## src/design/zpu_ctrl_pkg.sv

```systemverilog
// Shared widths, address map and register numbers for the control-plane subsystem
// Imported by the RTL and the testbench
`default_nettype none

package zpu_ctrl_pkg;

   //------------------------------------------------------------------------
   // Processor bus
   //------------------------------------------------------------------------
   localparam int DW = 32;                       // Data width
   localparam int AW = 16;                       // Byte address width

   // Region select lives in the top address nibble
   localparam int         REGION_W      = 4;
   localparam logic [3:0] SETTINGS_BASE = 4'hA;  // 0xA000 settings/readback window

   //------------------------------------------------------------------------
   // Settings bus registers, word address inside the window
   //------------------------------------------------------------------------
   localparam int SR_SW_RST    = 0;              // Software reset bits
   localparam int SR_BOOT_DONE = 1;              // Firmware boot complete
   localparam int SR_LEDS      = 2;
   localparam int SR_SFP_CTRL0 = 3;              // RS0/RS1 drive-low enables
   localparam int SR_SFP_CTRL1 = 4;

   //------------------------------------------------------------------------
   // Readback addresses, same address bits
   //------------------------------------------------------------------------
   localparam int RB_COMPAT      = 0;
   localparam int RB_COUNTER     = 1;            // Free-running cycle count
   localparam int RB_SFP_STATUS0 = 2;            // {flags, levels} of port 0
   localparam int RB_SFP_STATUS1 = 3;

   // Compatibility word is {PRODUCT_ID, COMPAT_MAJOR, COMPAT_MINOR}
   localparam logic [7:0]  PRODUCT_ID   = 8'h02;
   localparam logic [15:0] COMPAT_MAJOR = 16'h0001;
   localparam logic [7:0]  COMPAT_MINOR = 8'h03;

   //------------------------------------------------------------------------
   // Field widths
   //------------------------------------------------------------------------
   localparam int SW_RST_W = 4;
   localparam int LEDS_W   = 16;
   localparam int SFP_PINS = 3;                  // ModAbs, TxFault, RxLOS

endpackage

`default_nettype wire

```

## src/design/ctrl_regs.sv

```systemverilog
// Settings-bus control registers and the processor boot sequencer
// Registers load the low bits of set_data_i one cycle after a matching strobe
`timescale 1ns/1ns
`default_nettype none

module ctrl_regs #(
   parameter int SB_ADDRW = 8
) (
   input  logic                              clk,
   input  logic                              rst,
   input  logic                              set_stb_i,
   input  logic [SB_ADDRW-1:0]               set_addr_i,
   input  logic [zpu_ctrl_pkg::DW-1:0]       set_data_i,
   output logic [zpu_ctrl_pkg::SW_RST_W-1:0] sw_rst_o,
   output logic [zpu_ctrl_pkg::LEDS_W-1:0]   leds_o,
   output logic [1:0]                        sfp0_rs_drv_o,
   output logic [1:0]                        sfp1_rs_drv_o,
   output logic                              cpu_rst_o
);
   import zpu_ctrl_pkg::*;

   localparam logic B_WAIT   = 1'b0;            // Firmware still booting
   localparam logic B_BOOTED = 1'b1;            // Terminal until system reset

   logic boot_done;
   logic boot_state;

   //------------------------------------------------------------------------
   // Address-matched registers
   //------------------------------------------------------------------------
   // sw_rst bits: [0] PHY, [1] radio domain, [3:2] spare
   always_ff @(posedge clk) begin
      if (rst) begin
         sw_rst_o      <= '0;
         boot_done     <= 1'b0;
         leds_o        <= '0;
         sfp0_rs_drv_o <= 2'b00;
         sfp1_rs_drv_o <= 2'b00;
      end else if (set_stb_i) begin
         case (set_addr_i)
            SB_ADDRW'(SR_SW_RST):    sw_rst_o      <= set_data_i[SW_RST_W-1:0];
            SB_ADDRW'(SR_BOOT_DONE): boot_done     <= set_data_i[0];
            SB_ADDRW'(SR_LEDS):      leds_o        <= set_data_i[LEDS_W-1:0];
            SB_ADDRW'(SR_SFP_CTRL0): sfp0_rs_drv_o <= set_data_i[1:0];
            SB_ADDRW'(SR_SFP_CTRL1): sfp1_rs_drv_o <= set_data_i[1:0];
            default: ;                          // Unmapped, ignore
         endcase
      end
   end

   //------------------------------------------------------------------------
   // Boot sequencer
   //------------------------------------------------------------------------
   // Processor held in reset with the system, released right after,
   // then kicked once when firmware reports boot done
   always_ff @(posedge clk) begin
      if (rst) begin
         boot_state <= B_WAIT;
         cpu_rst_o  <= 1'b1;
      end else begin
         case (boot_state)
            B_WAIT: begin
               cpu_rst_o <= 1'b0;
               if (boot_done) begin
                  boot_state <= B_BOOTED;
                  cpu_rst_o  <= 1'b1;           // One-cycle restart pulse
               end
            end
            default: cpu_rst_o <= 1'b0;         // Stay booted
         endcase
      end
   end

   // Processor reset is never held for two cycles outside system reset
   a_cpu_rst_pulse: assert property (
      @(posedge clk) disable iff (rst) cpu_rst_o |=> !cpu_rst_o
   );

endmodule

`default_nettype wire

```

## src/design/readback_mux.sv

```systemverilog
// Readback word selection for the settings window, plus the free-running counter
// and the read-to-clear pulses for the SFP change flags
`timescale 1ns/1ns
`default_nettype none

module readback_mux #(
   parameter int SB_ADDRW = 8
) (
   input  logic                                clk,
   input  logic                                rst,
   input  logic [SB_ADDRW-1:0]                 rb_addr_i,
   input  logic                                rb_rd_stb_i,
   input  logic [2*zpu_ctrl_pkg::SFP_PINS-1:0] sfp0_status_i,
   input  logic [2*zpu_ctrl_pkg::SFP_PINS-1:0] sfp1_status_i,
   output logic [zpu_ctrl_pkg::DW-1:0]         rb_data_o,
   output logic [1:0]                          sfp_clr_o
);
   import zpu_ctrl_pkg::*;

   localparam int PAD_W = DW - 2*SFP_PINS;      // Zero fill above status

   logic [31:0] counter;

   //------------------------------------------------------------------------
   // Free-running counter
   //------------------------------------------------------------------------
   always_ff @(posedge clk) begin
      if (rst)
         counter <= 32'd0;
      else
         counter <= counter + 32'd1;            // Wraps
   end

   //------------------------------------------------------------------------
   // Word select
   //------------------------------------------------------------------------
   always_comb begin
      case (rb_addr_i)
         SB_ADDRW'(RB_COMPAT):
            rb_data_o = {PRODUCT_ID, COMPAT_MAJOR, COMPAT_MINOR};
         SB_ADDRW'(RB_COUNTER):
            rb_data_o = counter;
         SB_ADDRW'(RB_SFP_STATUS0):
            rb_data_o = {{PAD_W{1'b0}}, sfp0_status_i};
         SB_ADDRW'(RB_SFP_STATUS1):
            rb_data_o = {{PAD_W{1'b0}}, sfp1_status_i};
         default:
            rb_data_o = '0;                     // Unmapped reads as zero
      endcase
   end

   //------------------------------------------------------------------------
   // Read-to-clear
   //------------------------------------------------------------------------
   // Flags drop on the next edge, after the slave has latched the word
   assign sfp_clr_o[0] = rb_rd_stb_i && (rb_addr_i == SB_ADDRW'(RB_SFP_STATUS0));
   assign sfp_clr_o[1] = rb_rd_stb_i && (rb_addr_i == SB_ADDRW'(RB_SFP_STATUS1));

endmodule

`default_nettype wire

```

## src/design/settings_slave.sv

```systemverilog
// Bus slave for the settings/readback window. A write becomes one settings strobe,
// a read becomes one readback cycle, each followed by a single ack
`timescale 1ns/1ns
`default_nettype none

module settings_slave #(
   parameter int SB_ADDRW = 8
) (
   input  logic                        clk,
   input  logic                        rst,
   input  logic                        win_stb_i,
   input  logic                        bus_we_i,
   input  logic [zpu_ctrl_pkg::AW-1:0] bus_adr_i,
   input  logic [zpu_ctrl_pkg::DW-1:0] bus_dat_i,
   input  logic [zpu_ctrl_pkg::DW-1:0] rb_data_i,
   output logic                        win_ack_o,
   output logic [zpu_ctrl_pkg::DW-1:0] win_dat_o,
   output logic                        set_stb_o,
   output logic [SB_ADDRW-1:0]         set_addr_o,
   output logic [zpu_ctrl_pkg::DW-1:0] set_data_o,
   output logic                        rb_rd_stb_o,
   output logic [SB_ADDRW-1:0]         rb_addr_o
);

   localparam logic [1:0] S_IDLE  = 2'd0;
   localparam logic [1:0] S_ISSUE = 2'd1;         // Strobe out, ack next
   localparam logic [1:0] S_ACK   = 2'd2;         // Wait for strobe to drop

   logic [1:0] state;

   //------------------------------------------------------------------------
   // Control FSM
   //------------------------------------------------------------------------
   always_ff @(posedge clk) begin
      if (rst) begin
         state       <= S_IDLE;
         set_stb_o   <= 1'b0;
         rb_rd_stb_o <= 1'b0;
         win_ack_o   <= 1'b0;
      end else begin
         set_stb_o   <= 1'b0;                     // Single-cycle pulses
         rb_rd_stb_o <= 1'b0;
         win_ack_o   <= 1'b0;
         case (state)
            S_IDLE: if (win_stb_i) begin
               set_stb_o   <= bus_we_i;
               rb_rd_stb_o <= ~bus_we_i;
               state       <= S_ISSUE;
            end
            S_ISSUE: begin
               win_ack_o <= 1'b1;
               state     <= S_ACK;
            end
            default: if (!win_stb_i)
               state <= S_IDLE;
         endcase
      end
   end

   //------------------------------------------------------------------------
   // Address and data capture
   //------------------------------------------------------------------------
   always_ff @(posedge clk) begin
      if (state == S_IDLE && win_stb_i) begin
         set_addr_o <= bus_adr_i[SB_ADDRW+1:2];   // Word address
         rb_addr_o  <= bus_adr_i[SB_ADDRW+1:2];
         set_data_o <= bus_dat_i;
      end
      if (state == S_ISSUE)
         win_dat_o <= rb_rd_stb_o ? rb_data_i : '0;   // Writes return zero
   end

   a_set_stb_single: assert property (
      @(posedge clk) disable iff (rst) set_stb_o |=> !set_stb_o
   );

endmodule

`default_nettype wire

```

## src/design/sfp_monitor.sv

```systemverilog
// SFP status pin monitor: two-stage synchronizer plus sticky change flags
// Flags hold until clr_i, which wins over a change in the same cycle
`timescale 1ns/1ns
`default_nettype none

module sfp_monitor (
   input  logic                                clk,
   input  logic                                rst,
   input  logic [zpu_ctrl_pkg::SFP_PINS-1:0]   pins_i,    // {ModAbs, TxFault, RxLOS}
   input  logic                                clr_i,     // Status word was read
   output logic [2*zpu_ctrl_pkg::SFP_PINS-1:0] status_o   // {changed, levels}
);
   import zpu_ctrl_pkg::*;

   logic [SFP_PINS-1:0] sync1;                  // First stage, may be metastable
   logic [SFP_PINS-1:0] sync2;                  // Clean level
   logic [SFP_PINS-1:0] chgd;

   //------------------------------------------------------------------------
   // Synchronizer
   //------------------------------------------------------------------------
   always_ff @(posedge clk) begin
      if (rst) begin
         sync1 <= '0;
         sync2 <= '0;
      end else begin
         sync1 <= pins_i;
         sync2 <= sync1;
      end
   end

   //------------------------------------------------------------------------
   // Sticky change flags
   //------------------------------------------------------------------------
   always_ff @(posedge clk) begin
      if (rst)
         chgd <= '0;
      else if (clr_i)
         chgd <= '0;
      else
         chgd <= chgd | (sync1 ^ sync2);        // Stages differ, edge in flight
   end

   assign status_o = {chgd, sync2};

endmodule

`default_nettype wire

```

## src/design/sys_bus_decode.sv

```systemverilog
// Address decode for the processor bus. Routes the 0xA000 window to the settings
// slave and answers every other region itself with zero data
`timescale 1ns/1ns
`default_nettype none

module sys_bus_decode (
   input  logic                        clk,
   input  logic                        rst,
   input  logic                        bus_stb_i,
   input  logic [zpu_ctrl_pkg::AW-1:0] bus_adr_i,
   input  logic [zpu_ctrl_pkg::DW-1:0] win_dat_i,   // Window slave response
   input  logic                        win_ack_i,
   output logic                        win_stb_o,
   output logic [zpu_ctrl_pkg::DW-1:0] bus_dat_o,
   output logic                        bus_ack_o
);
   import zpu_ctrl_pkg::*;

   logic       win_hit;
   logic       empty_stb;
   logic [1:0] empty_tmr;                         // 0 idle, 1 wait, 2 ack, 3 done
   logic       empty_ack;

   // Region compare on the top nibble
   assign win_hit   = (bus_adr_i[AW-1 -: REGION_W] == SETTINGS_BASE);
   assign win_stb_o = bus_stb_i & win_hit;
   assign empty_stb = bus_stb_i & ~win_hit;

   //------------------------------------------------------------------------
   // Empty-region ack timer
   //------------------------------------------------------------------------
   // Counts up while the strobe is held, parks at 3 until the strobe drops
   always_ff @(posedge clk) begin
      if (rst) begin
         empty_tmr <= 2'd0;
      end else if (!empty_stb) begin
         empty_tmr <= 2'd0;                       // Strobe gone, rearm
      end else if (empty_tmr != 2'd3) begin
         empty_tmr <= empty_tmr + 2'd1;
      end
   end

   assign empty_ack = (empty_tmr == 2'd2);        // Same latency as the window

   // Merge responses, data only valid with the window ack
   assign bus_ack_o = win_ack_i | empty_ack;
   assign bus_dat_o = win_ack_i ? win_dat_i : '0;

   // No ack may be issued to a master that is not strobing
   a_ack_needs_stb: assert property (
      @(posedge clk) disable iff (rst) bus_ack_o |-> bus_stb_i
   );

endmodule

`default_nettype wire

```

## src/design/zpu_ctrl_subsystem.sv

```systemverilog
// Control-plane top: bus decode, settings slave, control registers, SFP monitors
// and readback mux. The external master performs single strobed reads and writes
`timescale 1ns/1ns
`default_nettype none

module zpu_ctrl_subsystem #(
   parameter int SB_ADDRW = 8                        // Settings/readback address width
) (
   input  logic                                clk,
   input  logic                                rst,
   // Processor data bus
   input  logic                                bus_stb_i,
   input  logic                                bus_we_i,
   input  logic [zpu_ctrl_pkg::AW-1:0]         bus_adr_i,
   input  logic [zpu_ctrl_pkg::DW-1:0]         bus_dat_i,
   output logic [zpu_ctrl_pkg::DW-1:0]         bus_dat_o,
   output logic                                bus_ack_o,
   // SFP pins, {ModAbs, TxFault, RxLOS}
   input  logic [zpu_ctrl_pkg::SFP_PINS-1:0]   sfp0_pins_i,
   input  logic [zpu_ctrl_pkg::SFP_PINS-1:0]   sfp1_pins_i,
   output logic [1:0]                          sfp0_rs_drv_o,  // High pulls RS low
   output logic [1:0]                          sfp1_rs_drv_o,
   // Misc control
   output logic [zpu_ctrl_pkg::SW_RST_W-1:0]   sw_rst_o,
   output logic [zpu_ctrl_pkg::LEDS_W-1:0]     leds_o,
   output logic                                cpu_rst_o
);
   import zpu_ctrl_pkg::*;

   //------------------------------------------------------------------------
   // Internal nets
   //------------------------------------------------------------------------
   logic                  win_stb;
   logic                  win_ack;
   logic [DW-1:0]         win_dat;

   logic                  set_stb;                  // Settings bus
   logic [SB_ADDRW-1:0]   set_addr;
   logic [DW-1:0]         set_data;

   logic                  rb_rd_stb;                // Readback
   logic [SB_ADDRW-1:0]   rb_addr;
   logic [DW-1:0]         rb_data;

   logic [2*SFP_PINS-1:0] sfp0_status;
   logic [2*SFP_PINS-1:0] sfp1_status;
   logic [1:0]            sfp_clr;                  // One per monitor

   //------------------------------------------------------------------------
   // Bus side
   //------------------------------------------------------------------------
   sys_bus_decode u_sys_bus_decode (
      .clk(clk), .rst(rst),
      .bus_stb_i(bus_stb_i), .bus_adr_i(bus_adr_i),
      .win_dat_i(win_dat), .win_ack_i(win_ack), .win_stb_o(win_stb),
      .bus_dat_o(bus_dat_o), .bus_ack_o(bus_ack_o)
   );

   settings_slave #(.SB_ADDRW(SB_ADDRW)) u_settings_slave (
      .clk(clk), .rst(rst),
      .win_stb_i(win_stb), .bus_we_i(bus_we_i),
      .bus_adr_i(bus_adr_i), .bus_dat_i(bus_dat_i),
      .rb_data_i(rb_data),
      .win_ack_o(win_ack), .win_dat_o(win_dat),
      .set_stb_o(set_stb), .set_addr_o(set_addr), .set_data_o(set_data),
      .rb_rd_stb_o(rb_rd_stb), .rb_addr_o(rb_addr)
   );

   //------------------------------------------------------------------------
   // Registers, SFP monitors, readback
   //------------------------------------------------------------------------
   ctrl_regs #(.SB_ADDRW(SB_ADDRW)) u_ctrl_regs (
      .clk(clk), .rst(rst),
      .set_stb_i(set_stb), .set_addr_i(set_addr), .set_data_i(set_data),
      .sw_rst_o(sw_rst_o), .leds_o(leds_o),
      .sfp0_rs_drv_o(sfp0_rs_drv_o), .sfp1_rs_drv_o(sfp1_rs_drv_o),
      .cpu_rst_o(cpu_rst_o)
   );

   sfp_monitor u_sfp_mon0 (
      .clk(clk), .rst(rst),
      .pins_i(sfp0_pins_i), .clr_i(sfp_clr[0]), .status_o(sfp0_status)
   );

   sfp_monitor u_sfp_mon1 (
      .clk(clk), .rst(rst),
      .pins_i(sfp1_pins_i), .clr_i(sfp_clr[1]), .status_o(sfp1_status)
   );

   readback_mux #(.SB_ADDRW(SB_ADDRW)) u_readback_mux (
      .clk(clk), .rst(rst),
      .rb_addr_i(rb_addr), .rb_rd_stb_i(rb_rd_stb),
      .sfp0_status_i(sfp0_status), .sfp1_status_i(sfp1_status),
      .rb_data_o(rb_data), .sfp_clr_o(sfp_clr)
   );

endmodule

`default_nettype wire
```

## config.mk

```make
export PLATFORM = sky130hd
export DESIGN_NAME = zpu_ctrl_subsystem
export DESIGN_NICKNAME = d
export VERILOG_FILES = /design/src/design/zpu_ctrl_pkg.sv /design/src/design/ctrl_regs.sv /design/src/design/readback_mux.sv /design/src/design/settings_slave.sv /design/src/design/sfp_monitor.sv /design/src/design/sys_bus_decode.sv /design/src/design/zpu_ctrl_subsystem.sv
export SDC_FILE = /design/constraint.sdc
export NUM_CORES = 1
export LEC_CHECK = 0
export BUFFER_PORTS_ARGS = -buffer_cell sky130_fd_sc_hd__buf_2
export CAP_MARGIN = 5
export CORE_UTILIZATION = 24
export CTS_CLUSTER_SIZE = 16
export DETAILED_ROUTE_END_ITERATION = 7
export PLACE_DENSITY_LB_ADDON = 0.1
export SETUP_SLACK_MARGIN = 0.3
export SLEW_MARGIN = 15
export SYNTH_ARGS = -nofsm -noshare
export SYNTH_HDL_FRONTEND = slang
export SYNTH_SLANG_ARGS = --single-unit
```

## constraint.sdc

```tcl
create_clock -name clk -period 3.3 [get_ports clk]
set_input_delay 0.495 -clock clk [delete_from_list [all_inputs] [get_ports clk]]
set_output_delay 0.495 -clock clk [all_outputs]
set_load 0.02 [all_outputs]
```

==> impl_metrics.yaml <==
cts:
  htreeDepth: 4
  cts.sinks: 140
  clockBufferDepth: 2
  cts_tree: "built"
  clk_pin_slew_ps: 70
  hold_buffers: 0
  cts-root-buf: "clkbuf_16"
  clk_latency_ps: 420
  numCtsBuffers: 17
  cts_setup_buffers: 0
  ctsResizeCount: 0
timing:
  hold-worst-slack_ps: 245.9
  setup_viol: 0
  maxSlewViolCount: 0
  hold_viol: 0
  rsz0062_at_grt: "no"
  worst_slew_pin_slew_ps: 866.6
  finalClockSkew_ps: 14.65
  timing.final.crit_share_pct: 70.14
  period_needed_ps: 2315
  tns_ps: 0
  setup_slack_ps: 985.3
  max_slew_margin_pct: 42.15
  max_freq_mhz: 432.0
finish:
  n_fill_cell: 2324
  final_util_pct: 30.80
  layout.nets: 656
  antenna_cells: 0
  area_delta_synth_final_pct: 25.13
  fin_area_um2: 7015
  drive_gt1_share_pct: 24.34
logic_synthesis:
  syn_area_um2: 5607
  async_flop_share_pct: 0
  synth_largest_area_cell: "dfxtp_1"
  synth_warnings: 0
  netlist_instances: 499
  synth-seq-cells: 140
  synth_commonest_cells: "dfxtp_1, edfxtp_1, nor2_1, and2_1, and3_1"
  synthTopCellsByArea: "dfxtp_1, edfxtp_1, mux2i_1, and2_1, nor2_1"
  synth_edf_count: 56
  yosysSeqAreaShare_pct: 59.99
  synth_top_area_share_pct: 29.99
  postSynthNetCount: 560
  synth_cell_types: 42
  syn_area_per_cell_um2: 11.24
  synth_ff_type: "dfxtp_1"
  yosysMostFrequentCell: "dfxtp_1"
grt:
  grtUsageMet1_pct: 13.72
  grt_max_degree: 42
  grt_pass1_wl_mm: 20.39
  grt_usage_pct: 11.14
  grt_pass1_vias: 3880
  gr-max-usage-layer: "met2"
  grt_util_met3_pct: 3.839
  antenna_found_initial: 0
  use_met2_pct: 18.23
  overflow: 0
placement:
  place_ws_ps: 998.0
  gp_congestion: 0.7191
  io_buffer_count: 95
  placed_cell_area_um2: 6420
  hpwl_mm: 8.610
worst_setup_path:
  reg2reg_slack_ps: 990
  required_ps: 3640
  critPathKind: "reg -> reg"
  worstPathArrival_ps: 2650
  endpoint_kind: "flop"
  cp-start-kind: "flop"
  path_max_fanout: 15
power:
  powerDensity_nw_per_um2: 547.1
  vdd_ir_drop_max_v: 0.0003144
  p_leak_nw: 2.722
status:
  status: "complete, no violations"
floorplan:
  die_area_um2: 23980
  initial_core_util_pct: 24.61
  dieHeight_um: 154.8
  die_w_um: 154.8
  num_rows: 55
  ios: 116
  core_um2: 22780
detailed_routing:
  vias: 3883
  final_antenna_net_count: 0
  drtIter0Drc: 174
  routed_via_density: 4.216
  routedWlPerCell_um: 13.56
  finalWirelength_mm: 12.49
  first_pass_iters: 5
  drcViolationCount: 0
hold_path:
  hold_class: "in -> reg"
job:
  max_cap_violations: 0
[layout make-up]
class                           count  area [um2]  area share [%]
Clock buffer                       18       450.4           6.421
Clock inverter                     14       145.1           2.069
Inverter                            7       26.28          0.3745
Timing Repair Buffer              102       528.0           7.526
Sequential cell                   140        3363           47.94
Tap cell                          313       391.6           5.582
Multi-Input combinational cell    327        2111           30.09
[flip-flops by register name, indices dropped and copies added (netlist names), 3 cells and up]
name,flops
u_sfp_mon0.sync2,3
u_sfp_mon0.chgd,3
u_settings_slave.set_data_o,16
u_settings_slave.set_addr_o,8
u_ctrl_regs.leds_o,16
u_sfp_mon1.chgd,3
u_sfp_mon0.sync1,3
u_sfp_mon1.sync1,3
u_settings_slave.win_dat_o,32
u_sfp_mon1.sync2,3
u_ctrl_regs.sw_rst_o,4
u_readback_mux.counter,32
[worst paths after layout]
path,from,endpoint,depth (start not counted)
min reg2reg,u_ctrl_regs.boot_state$_SDFF_PP0_,u_ctrl_regs.boot_state$_SDFF_PP0_,2
max,u_readback_mux.counter[0]$_SDFF_PP0_,u_readback_mux.counter[30]$_SDFF_PP0_,5
max reg2reg,u_readback_mux.counter[0]$_SDFF_PP0_,u_readback_mux.counter[30]$_SDFF_PP0_,5
min,bus_dat_i[10],u_settings_slave.set_data_o[10]$_DFFE_PP_,1
[power breakdown]
part	leakage (nW)	switching (mW)	internal [mW]	total, mW
Sequential	1.17	0.0166	1.82	1.83
Clock	0.284	0.806	1.11	1.92
Combinational	1.27	0.0474	0.0432	0.0906
Total	2.72	0.870	2.97	3.84
[metrics by stage]
| stage | total power, mW | std cells |
|---|---|---|
| floorplan | 1.919 | 499 |
| global placement | 1.962 | 889 |
| detailed placement | 1.965 | 889 |
| CTS | 3.904 | 921 |
| global route | 3.993 | 921 |
| finish | 3.838 | 921 |
[critical path, stage by stage, from the launching register on]
cell and delay (ps):
dfxtp_1 390, ha_1 220, and4_1 330, nand4_1 470
or4_1 660, a21oi_1 160
[per-layer routing]
layer	vias to the layer above	routed length, um
met5	-	0
met4	0	93
met3	7	579
met2	85	5984
met1	1814	5831
li1	1977	-
[kinds of logic after synthesis]
| kind of cell | share of synthesized area (%) |
|---|---|
| simple gates | 22.49 |
| compound gates | 6.115 |
| mux | 5.668 |
| flops | 59.99 |
| xor+xnor | 2.656 |
| buf+inv | 2.410 |
| fa+ha+maj | 0.6696 |
[placed cells by master, fill, tap and decap left out, types with 12 or more instances in the layout]
cell type,instances
buf_2,95
dfxtp_1,84
edfxtp_1,56
nor2_1,51
and2_1,34
and3_1,28
mux2i_1,25
a21oi_1,21
nor2b_1,18
nand2_1,18
clkbuf_16,18
xor2_1,12
Power figures use the tool's default switching activity.
